$ cat src/dma_defs.svh
/* DMA engine shared widths.
   Bus, descriptor, counter and FIFO sizing used by both packages and the RTL. */
`ifndef DMA_DEFS_SVH
`define DMA_DEFS_SVH

// One AXI beat.
`define DMA_DATA_W      32
`define DMA_ADDR_W      32

// Descriptor length is given in beats.
`define DMA_LEN_W       8

// Active cycle and accepted beat counters.
`define DMA_PERF_W      16

// Data FIFO between the source and destination machines.
`define DMA_FIFO_DEPTH  16
`define DMA_FIFO_AW     4

`endif
$ cat src/dma_types_pkg.sv
/* DMA descriptor field types, transfer modes and the state encodings of
   the source and destination machines. */
`include "dma_defs.svh"

package dma_types_pkg;

   typedef logic [`DMA_LEN_W-1:0]  dma_len_t;
   typedef logic [`DMA_PERF_W-1:0] dma_perf_t;

   typedef enum logic [1:0] {
      STAND_BY    = 2'b00,
      HOST_TO_DDR = 2'b01,
      DDR_TO_HOST = 2'b10,
      DDR_TO_DDR  = 2'b11
   } dma_mode_e;

   // Both machines are one-hot.
   typedef enum logic [5:0] {
      WR_IDLE            = 6'b000001,
      WR_ADDR_SETUP      = 6'b000010,
      WR_FIFO_EMPTY      = 6'b000100,
      WR_RD_FIFO_WR_DEST = 6'b001000,
      WR_WAIT_FOR_WR_RSP = 6'b010000,
      WR_ERROR           = 6'b100000
   } wr_state_e;

   typedef enum logic [3:0] {
      RD_IDLE       = 4'b0001,
      RD_ADDR_SETUP = 4'b0010,
      RD_DATA       = 4'b0100,
      RD_DONE_WAIT  = 4'b1000
   } rd_state_e;

endpackage

$ cat src/axi_types_pkg.sv
/* AXI channel field types and the burst and response encodings. */
`include "dma_defs.svh"

package axi_types_pkg;

   typedef logic [`DMA_ADDR_W-1:0] axi_addr_t;
   typedef logic [`DMA_DATA_W-1:0] axi_data_t;
   typedef logic [7:0]             axi_len_t;    // Beats minus one.
   typedef logic [2:0]             axi_size_t;   // Log2 of bytes per beat.

   typedef enum logic [1:0] {
      BURST_FIXED = 2'b00,
      BURST_INCR  = 2'b01,
      BURST_WRAP  = 2'b10
   } axi_burst_e;

   typedef enum logic [1:0] {
      OKAY   = 2'b00,
      EXOKAY = 2'b01,
      SLVERR = 2'b10,
      DECERR = 2'b11
   } axi_resp_e;

endpackage

$ cat src/dma_engine.sv
/* Single-channel DMA engine.
   Source read machine, data FIFO and destination write machine on two AXI ports. */
`timescale 1ns/1ps
`include "dma_defs.svh"

module dma_engine
   import axi_types_pkg::*;
   import dma_types_pkg::*;
(
   input  logic       clk,
   input  logic       reset_n,
   input  axi_addr_t  src_addr,
   input  axi_addr_t  dest_addr,
   input  dma_len_t   length,
   input  dma_mode_e  mode,
   input  logic       go,
   input  logic       desc_pending,
   input  logic       reset_dispatcher,
   output logic       done,
   output logic       busy,
   output logic       stopped_on_error,
   output wr_state_e  wr_state,
   output dma_perf_t  wr_clk_cnt,
   output dma_perf_t  wr_valid_cnt,
   output logic       ar_valid,
   input  logic       ar_ready,
   output axi_addr_t  ar_addr,
   output axi_len_t   ar_len,
   output axi_size_t  ar_size,
   output axi_burst_e ar_burst,
   input  logic       r_valid,
   input  axi_data_t  r_data,
   input  logic       r_last,
   output logic       r_ready,
   output logic       aw_valid,
   input  logic       aw_ready,
   output axi_addr_t  aw_addr,
   output axi_len_t   aw_len,
   output axi_size_t  aw_size,
   output axi_burst_e aw_burst,
   output logic       w_valid,
   input  logic       w_ready,
   output axi_data_t  w_data,
   output logic       w_last,
   input  logic       b_valid,
   input  axi_resp_e  b_resp,
   output logic       b_ready
);

   logic      push;
   axi_data_t push_data;
   logic      pop;
   axi_data_t pop_data;
   logic      full;
   logic      not_empty;

   // A dispatcher reset after an error also frees the source machine from DONE_WAIT.
   read_src_fsm src_i (
      .clk, .reset_n, .go, .desc_pending, .wr_done(done | reset_dispatcher),
      .src_addr, .length, .ar_valid, .ar_ready, .ar_addr, .ar_len, .ar_size, .ar_burst,
      .r_valid, .r_data, .r_last, .r_ready, .full, .push, .push_data
   );

   dma_data_fifo #(.DEPTH(1 << `DMA_FIFO_AW)) fifo_i (
      .clk, .reset_n, .push, .push_data, .pop, .pop_data, .full, .not_empty
   );

   write_dest_fsm dest_i (
      .clk, .reset_n, .go, .desc_pending, .reset_dispatcher, .dest_addr, .length, .mode,
      .aw_valid, .aw_ready, .aw_addr, .aw_len, .aw_size, .aw_burst,
      .w_valid, .w_ready, .w_data, .w_last, .b_valid, .b_resp, .b_ready,
      .not_empty, .pop, .pop_data, .done, .busy, .stopped_on_error,
      .wr_state, .wr_clk_cnt, .wr_valid_cnt
   );

endmodule

$ cat src/write_dest_fsm.sv
/* Destination write machine.
   Drains the data FIFO into one AXI write burst, checks the response and reports status. */
`timescale 1ns/1ps
`include "dma_defs.svh"

module write_dest_fsm
   import axi_types_pkg::*;
   import dma_types_pkg::*;
(
   input  logic       clk,
   input  logic       reset_n,
   input  logic       go,
   input  logic       desc_pending,
   input  logic       reset_dispatcher,
   input  axi_addr_t  dest_addr,
   input  dma_len_t   length,
   input  dma_mode_e  mode,
   output logic       aw_valid,
   input  logic       aw_ready,
   output axi_addr_t  aw_addr,
   output axi_len_t   aw_len,
   output axi_size_t  aw_size,
   output axi_burst_e aw_burst,
   output logic       w_valid,
   input  logic       w_ready,
   output axi_data_t  w_data,
   output logic       w_last,
   input  logic       b_valid,
   input  axi_resp_e  b_resp,
   output logic       b_ready,
   input  logic       not_empty,
   output logic       pop,
   input  axi_data_t  pop_data,
   output logic       done,
   output logic       busy,
   output logic       stopped_on_error,
   output wr_state_e  wr_state,
   output dma_perf_t  wr_clk_cnt,
   output dma_perf_t  wr_valid_cnt
);

   wr_state_e state;
   wr_state_e next;
   dma_len_t  beat_cnt;
   dma_len_t  last_beat;
   logic      resp_ok;
   logic      resp_err;

   assign last_beat = dma_len_t'(length - 1'b1);
   assign resp_ok   = b_valid && (b_resp == OKAY || b_resp == EXOKAY);
   assign resp_err  = b_valid && (b_resp == SLVERR || b_resp == DECERR);
   assign aw_size   = axi_size_t'($clog2(`DMA_DATA_W / 8));
   assign wr_state  = state;

   always_ff @(posedge clk) begin
      if (!reset_n) state <= WR_IDLE;
      else          state <= next;
   end

   always_comb begin
      next = state;
      unique case (state)
         WR_IDLE:
            if (go && desc_pending) next = WR_ADDR_SETUP;
         WR_ADDR_SETUP:
            if (aw_valid && aw_ready) next = WR_FIFO_EMPTY;
         WR_FIFO_EMPTY:
            if (not_empty) next = WR_RD_FIFO_WR_DEST;
         WR_RD_FIFO_WR_DEST:
            if (pop && w_last) next = WR_WAIT_FOR_WR_RSP;
         WR_WAIT_FOR_WR_RSP:
            if (resp_ok) next = WR_IDLE;
            else if (resp_err) next = WR_ERROR;
         WR_ERROR:
            if (reset_dispatcher) next = WR_IDLE;   // Only the host can release an error.
         default:
            next = WR_IDLE;
      endcase
   end

   always_ff @(posedge clk) begin
      if (!reset_n) begin
         aw_valid     <= 1'b0;
         busy         <= 1'b0;
         beat_cnt     <= '0;
         wr_clk_cnt   <= '0;
         wr_valid_cnt <= '0;
      end else begin
         unique case (next)
            WR_IDLE: begin
               aw_valid <= 1'b0;
               busy     <= 1'b0;
            end
            WR_ADDR_SETUP: begin
               aw_valid     <= 1'b1;
               busy         <= 1'b1;
               beat_cnt     <= '0;
               wr_clk_cnt   <= '0;
               wr_valid_cnt <= '0;
            end
            default: aw_valid <= 1'b0;
         endcase
         if (pop) begin
            beat_cnt     <= beat_cnt + 1'b1;
            wr_valid_cnt <= wr_valid_cnt + 1'b1;
         end
         if (state == WR_RD_FIFO_WR_DEST) begin
            wr_clk_cnt <= wr_clk_cnt + 1'b1;   // Stall cycles count as active.
         end
      end
   end

   // Device-to-host transfers land in a circular buffer.
   always_ff @(posedge clk) begin
      if (state == WR_IDLE && next == WR_ADDR_SETUP) begin
         aw_addr  <= dest_addr;
         aw_len   <= axi_len_t'(last_beat);
         aw_burst <= (mode == DDR_TO_HOST) ? BURST_WRAP : BURST_INCR;
      end
   end

   always_comb begin
      w_valid          = 1'b0;
      w_data           = '0;
      w_last           = 1'b0;
      pop              = 1'b0;
      b_ready          = 1'b0;
      done             = 1'b0;
      stopped_on_error = 1'b0;
      unique case (state)
         WR_RD_FIFO_WR_DEST: begin
            w_valid = not_empty;
            w_data  = pop_data;
            w_last  = (beat_cnt == last_beat);
            pop     = not_empty && w_ready;   // A beat leaves the FIFO when it is accepted.
         end
         WR_WAIT_FOR_WR_RSP: begin
            b_ready = 1'b1;
            done    = resp_ok;
         end
         WR_ERROR: stopped_on_error = 1'b1;
         default: ;
      endcase
   end

   aw_held_until_ready: assert property (@(posedge clk) disable iff (!reset_n)
      aw_valid && !aw_ready |=> aw_valid && $stable(aw_addr) && $stable(aw_len));

   // The head beat and its last flag hold while the destination stalls.
   w_held_until_ready: assert property (@(posedge clk) disable iff (!reset_n)
      w_valid && !w_ready |=> w_valid && $stable(w_data) && $stable(w_last));

endmodule

$ cat src/read_src_fsm.sv
/* Source read machine.
   Issues one AXI read burst per descriptor and pushes each returned beat into the FIFO. */
`timescale 1ns/1ps
`include "dma_defs.svh"

module read_src_fsm
   import axi_types_pkg::*;
   import dma_types_pkg::*;
(
   input  logic       clk,
   input  logic       reset_n,
   input  logic       go,
   input  logic       desc_pending,
   input  logic       wr_done,
   input  axi_addr_t  src_addr,
   input  dma_len_t   length,
   output logic       ar_valid,
   input  logic       ar_ready,
   output axi_addr_t  ar_addr,
   output axi_len_t   ar_len,
   output axi_size_t  ar_size,
   output axi_burst_e ar_burst,
   input  logic       r_valid,
   input  axi_data_t  r_data,
   input  logic       r_last,
   output logic       r_ready,
   input  logic       full,
   output logic       push,
   output axi_data_t  push_data
);

   rd_state_e state;
   rd_state_e next;
   dma_len_t  beat_cnt;
   dma_len_t  last_beat;

   assign last_beat = dma_len_t'(length - 1'b1);
   assign ar_size   = axi_size_t'($clog2(`DMA_DATA_W / 8));
   assign ar_burst  = BURST_INCR;   // Source side always reads linearly.

   always_comb begin
      next = state;
      unique case (state)
         RD_IDLE:
            if (go && desc_pending) next = RD_ADDR_SETUP;
         RD_ADDR_SETUP:
            if (ar_valid && ar_ready) next = RD_DATA;
         RD_DATA:
            if (push && r_last) next = RD_DONE_WAIT;
         RD_DONE_WAIT:
            if (wr_done) next = RD_IDLE;   // Stay parked until the write side has finished.
         default:
            next = RD_IDLE;
      endcase
   end

   always_ff @(posedge clk) begin
      if (!reset_n) begin
         state    <= RD_IDLE;
         ar_valid <= 1'b0;
         beat_cnt <= '0;
      end else begin
         state <= next;
         unique case (next)
            RD_ADDR_SETUP: begin
               ar_valid <= 1'b1;
               beat_cnt <= '0;
            end
            default: ar_valid <= 1'b0;
         endcase
         if (push) begin
            beat_cnt <= beat_cnt + 1'b1;
         end
      end
   end

   // The request is captured once, on the way out of IDLE.
   always_ff @(posedge clk) begin
      if (state == RD_IDLE && next == RD_ADDR_SETUP) begin
         ar_addr <= src_addr;
         ar_len  <= axi_len_t'(last_beat);
      end
   end

   always_comb begin
      r_ready = 1'b0;
      unique case (state)
         RD_DATA: r_ready = !full;
         default: r_ready = 1'b0;
      endcase
   end

   assign push      = r_valid && r_ready;
   assign push_data = r_data;

   // The memory has to end the burst on exactly the requested beat.
   r_last_on_length: assert property (@(posedge clk) disable iff (!reset_n)
      push |-> (r_last == (beat_cnt == last_beat)));

endmodule

$ cat src/dma_data_fifo.sv
/* Data FIFO between the read and write machines.
   Register array with wrap-bit pointers and show-ahead read data. */
`timescale 1ns/1ps
`include "dma_defs.svh"

module dma_data_fifo
   import axi_types_pkg::*;
#(
   parameter int DEPTH = `DMA_FIFO_DEPTH
) (
   input  logic      clk,
   input  logic      reset_n,
   input  logic      push,
   input  axi_data_t push_data,
   input  logic      pop,
   output axi_data_t pop_data,
   output logic      full,
   output logic      not_empty
);

   localparam int AW = $clog2(DEPTH);

   axi_data_t     mem [DEPTH];
   logic [AW:0]   wr_ptr;
   logic [AW:0]   rd_ptr;

   always_ff @(posedge clk) begin
      if (push) begin
         mem[wr_ptr[AW-1:0]] <= push_data;
      end
   end

   always_ff @(posedge clk) begin
      if (!reset_n) begin
         wr_ptr <= '0;
         rd_ptr <= '0;
      end else begin
         if (push) begin
            wr_ptr <= wr_ptr + 1'b1;
         end
         if (pop) begin
            rd_ptr <= rd_ptr + 1'b1;
         end
      end
   end

   // Same index with different wrap bits means the writer is a full lap ahead.
   assign full      = (wr_ptr[AW] != rd_ptr[AW]) && (wr_ptr[AW-1:0] == rd_ptr[AW-1:0]);
   assign not_empty = (wr_ptr != rd_ptr);
   assign pop_data  = mem[rd_ptr[AW-1:0]];   // Head word is visible before the pop.

   push_while_full: assert property (@(posedge clk) disable iff (!reset_n)
      !(push && full));

   pop_while_empty: assert property (@(posedge clk) disable iff (!reset_n)
      !(pop && !not_empty));

endmodule

$ cat config.mk
export PLATFORM = sky130hd
export DESIGN_NAME = dma_engine
export DESIGN_NICKNAME = d
export VERILOG_FILES = /design/src/dma_types_pkg.sv /design/src/axi_types_pkg.sv /design/src/dma_engine.sv /design/src/write_dest_fsm.sv /design/src/read_src_fsm.sv /design/src/dma_data_fifo.sv
export VERILOG_INCLUDE_DIRS = /design/src /design/src/src
export SDC_FILE = /design/constraint.sdc
export NUM_CORES = 1
export LEC_CHECK = 0
export ABC_AREA = 1
export BUFFER_PORTS_ARGS = -buffer_cell sky130_fd_sc_hd__clkbuf_2
export CORE_MARGIN = 2
export CORE_UTILIZATION = 56
export DETAILED_ROUTE_END_ITERATION = 10
export PLACE_DENSITY = 0.78
export SLEW_MARGIN = 5
export SYNTH_ARGS = -nofsm -noshare
export SYNTH_HDL_FRONTEND = slang
export SYNTH_SLANG_ARGS = --single-unit
$ cat constraint.sdc
create_clock -name clk -period 6.15 [get_ports clk]
set_input_delay 0 -clock clk [delete_from_list [all_inputs] [get_ports clk]]
set_output_delay 0 -clock clk [all_outputs]
set_load 0.05 [all_outputs]
==> flow_summary.toml <==
[run_status]
outcome = "complete, no violations"

[global_route]
track_usage_pct = 28.1
grt_pass1_vias = 18500
antenna_found_initial = 4
overflow = 0
grt_pass1_wl_um = 106000
grt_max_degree = 136

[critical_path]
cp_max_fo = 135
worstSetupPathType = "flip-flop to output port"
r2r_cells = 10
cp_num_buf_inv = 3
ff2ff_setup_slack_ps = 3150
worst_path_max_delay_cell = "inv_6"
cp-end-kind = "output port"
crit_family = "buffers and inverters"
cp.arrival_ps = 3830
cp_cell_sequence = "inv_6 > buf_4 > o21ai_0 > o221ai_1 > nand3_1 > a21oi_1 > clkbuf_2"
required_ps = 6150
timing.rr.end = "fifo_i.mem[1][30]"
critPathLaunchType = "flip-flop"
r2r-start = "fifo_i.wr_ptr[3]"
path_depth = 7
cpPeakStageDelay_ps = 830

[layout]
design_area_sq_um = 31600
final_nets = 2561
n_antenna_cell = 0
area_delta_synth_final_pct = 20.0
drive_above_1_share_pct = 18.5
num-fill-cells = 3147

[synth]
synth_common_cells = "edfxtp_1 (594), nor2_1 (313), o21ai_0 (242)"
yosysMostFrequentCell = "edfxtp_1"
synth-compound-area-share_pct = 12.5
synthMuxAreaShare_pct = 0
synthArstFlopShare_pct = 0
synth_area_leaders = "edfxtp_1 (68%), dfxtp_1 (5.1%), o21ai_0 (4.6%)"
synth_top_cell_area_share_pct = 67.8
synth_xor_xnor_area_share_pct = 0.466
synth_top_family_by_area = "compound AO/OA/AOI/OAI gates"
synth_cells = 2058
yosysUniqueCellTypes = 46
synthAdderAreaFrac_pct = 0.428
yosys.area.top_type = "edfxtp_1"
ys.flop_type = "edfxtp_1"
synth_warnings = 0
synth_seq_area_share_pct = 72.8
syn_area_sq_um = 26300
syn_area_per_cell_sq_um = 12.8
synth-edff-count = 594
ys_ff_latch = 661
synth_simple_gate_area_share_pct = 9.80

[clock_network]
h-tree-depth = 3
cts_buffer_depth = 3
clockRootBuffer = "clkbuf_16"
cts_inserted_buffers = 67
postCtsResizedCells = 0
cts_hold_buf = 126
post_cts_buffers = 0
clk_pin_slew_ps = 60
cts_tree = "yes"
clk_latency_ps = 600
cts_num_sinks = 661

[pwr]
pwr-share-comb_pct = 3.9
leakagePower_uw = 0.0110
max-vdd-ir-drop_mv = 0.242
seqPwrFrac_pct = 52.8
switchingPower_uw = 1950
internal_power_uw = 7390
swShare_pct = 20.9
pwr-share-clk_pct = 43.3
powerDensity_nw_per_um2 = 296

[routing]
drc = 0
via_count = 18800
wirelength_um = 69900
postRouteAntennaNets = 0
vias_per_cell = 6.09
drt_pass1_iterations = 6
wl_per_cell_um = 22.6
drt_iter0_drc = 2312

[timing]
max_freq_mhz = 261
slew_headroom_pct = 16.9
hold_viol = 0
clock_skew_ps = 21.6
post-route-period-util_pct = 62.2
finalMaxSlewViolations = 0
worst_pin_slew_ps = 1240
setup_ws_ps = 2320
period_minus_slack_ps = 3830
rsz0062_at_grt = "no"
tns_ps = 0
finalSetupViolations = 0

[die]
die_y_um = 221
top_level_ports = 288
die_area_sq_um = 48800
rows = 79
core-area_sq_um = 46500
start_util_pct = 56.7
fp.dieW_um = 221

[run]
maxCapViolCount = 0

[worst_hold_path]
hp-class = "input port to flip-flop"
hold_end = "dest_i.wr_state[0]"
worstHoldStart = "desc_pending"
hold_path_depth = 6

[place]
gp_congestion = 0.918
dpl_cell_area_sq_um = 28200
dpl.hpwl_um = 37300
pre_cts_slack_ps = 3000
io_buffers = 278
[worst max path at each step]
| stage | to | slack (ps) |
|---|---|---|
| finish | w_data[20] | 2320 |
| global route | w_data[20] | 2150 |
| CTS | w_data[20] | 2340 |
| detailed placement | w_data[20] | 3000 |
| global placement | w_data[20] | 3100 |
| floorplan | fifo_i.mem[7][0] | 2310 |
[power groups by stage]
| stage | clock network [uW] | logic (uW) | registers (uW) |
|---|---|---|---|
| finish | 4050 | 363 | 4940 |
| global route | 4260 | 381 | 4940 |
| CTS | 4090 | 356 | 4940 |
| detailed placement | 0 | 290 | 5030 |
| global placement | 0 | 280 | 5030 |
| floorplan | 0 | 64.5 | 5130 |
[area by class of cell]
type / instances / area (sq um) / share of cell area (%)
clock buffers: 83 / 1780 / 5.63
multi-input cells: 1184 / 6260 / 19.8
repair buffers: 433 / 2870 / 9.09
well taps: 607 / 759 / 2.40
flip-flops and latches: 661 / 19200 / 60.7
clock inverters: 40 / 398 / 1.26
inverters: 86 / 330 / 1.05
[per-layer routing]
layer	vias up	track usage, %	share of wire [%]
met5	-	0	0.077
met2	1101	45.8	49
li1	8384	-	-
met4	8	11.4	3.0
met3	175	4.75	9.7
met1	9160	37.8	38
[placed cells by master, fill, tap and decap left out, types with 4 or more instances in the layout]
master	count
a21oi_1	91
buf_4	29
bufinv_16	7
clkbuf_1	14
clkbuf_16	69
clkbuf_2	278
clkinv_1	14
clkinv_2	13
conb_1	8
dfxtp_1	63
dlygate4sd3_1	126
edfxtp_1	594
ha_1	9
inv_1	76
inv_2	7
inv_6	4
nand2_1	124
nand3_1	97
nand4_1	16
nor2_1	297
nor2_2	9
nor2_4	17
nor3_1	12
nor3_2	4
o211ai_1	43
o21ai_0	242
o21ai_1	44
o221ai_1	85
o22ai_1	44
xnor2_1	4
xor2_1	10
[worst min-delay path: stages]
cell,delay [ps]
clkbuf_2,80
nand2_1,220
inv_1,100
nor2_1,110
nor3_1,70
nand3_1,70
[flip-flops by register name (all words and copies together) (netlist names), named ones only]
| name | flops |
|---|---|
| fifo_i.rd_ptr | 5 |
| dest_i.aw_addr | 32 |
| src_i.ar_addr | 32 |
| src_i.ar_len | 8 |
| dest_i.aw_valid | 1 |
| dest_i.beat_cnt | 8 |
| dest_i.wr_clk_cnt | 16 |
| dest_i.busy | 1 |
| dest_i.aw_burst | 2 |
| dest_i.wr_valid_cnt | 16 |
| src_i.state | 4 |
| src_i.ar_valid | 1 |
| dest_i.wr_state | 6 |
| fifo_i.wr_ptr | 5 |
| fifo_i.mem | 512 |
| dest_i.aw_len | 8 |
[kinds of logic (layout without fill, tap and decap cells)]
kind of cell	count (synthesis)	in the layout
buffers and inverters	219	642
XOR/XNOR	14	14
AO/OA/AOI/OAI	556	556
AND/OR/NAND/NOR	597	597
adder cells (fa/ha/maj)	9	9
other	2	8
flip-flops	661	661
[per-stage QoR]
step	std cells	hold WS, ps	total power (uW)	util [%]
detailed placement	2845	179	5320	60.6
global route	3094	125	9570	68.0
CTS	3094	43.1	9380	68.0
floorplan	2064	98.9	5200	-
finish	3094	86.3	9350	68.0
global placement	2845	178	5310	60.6
Power figures use the tool's default switching activity.
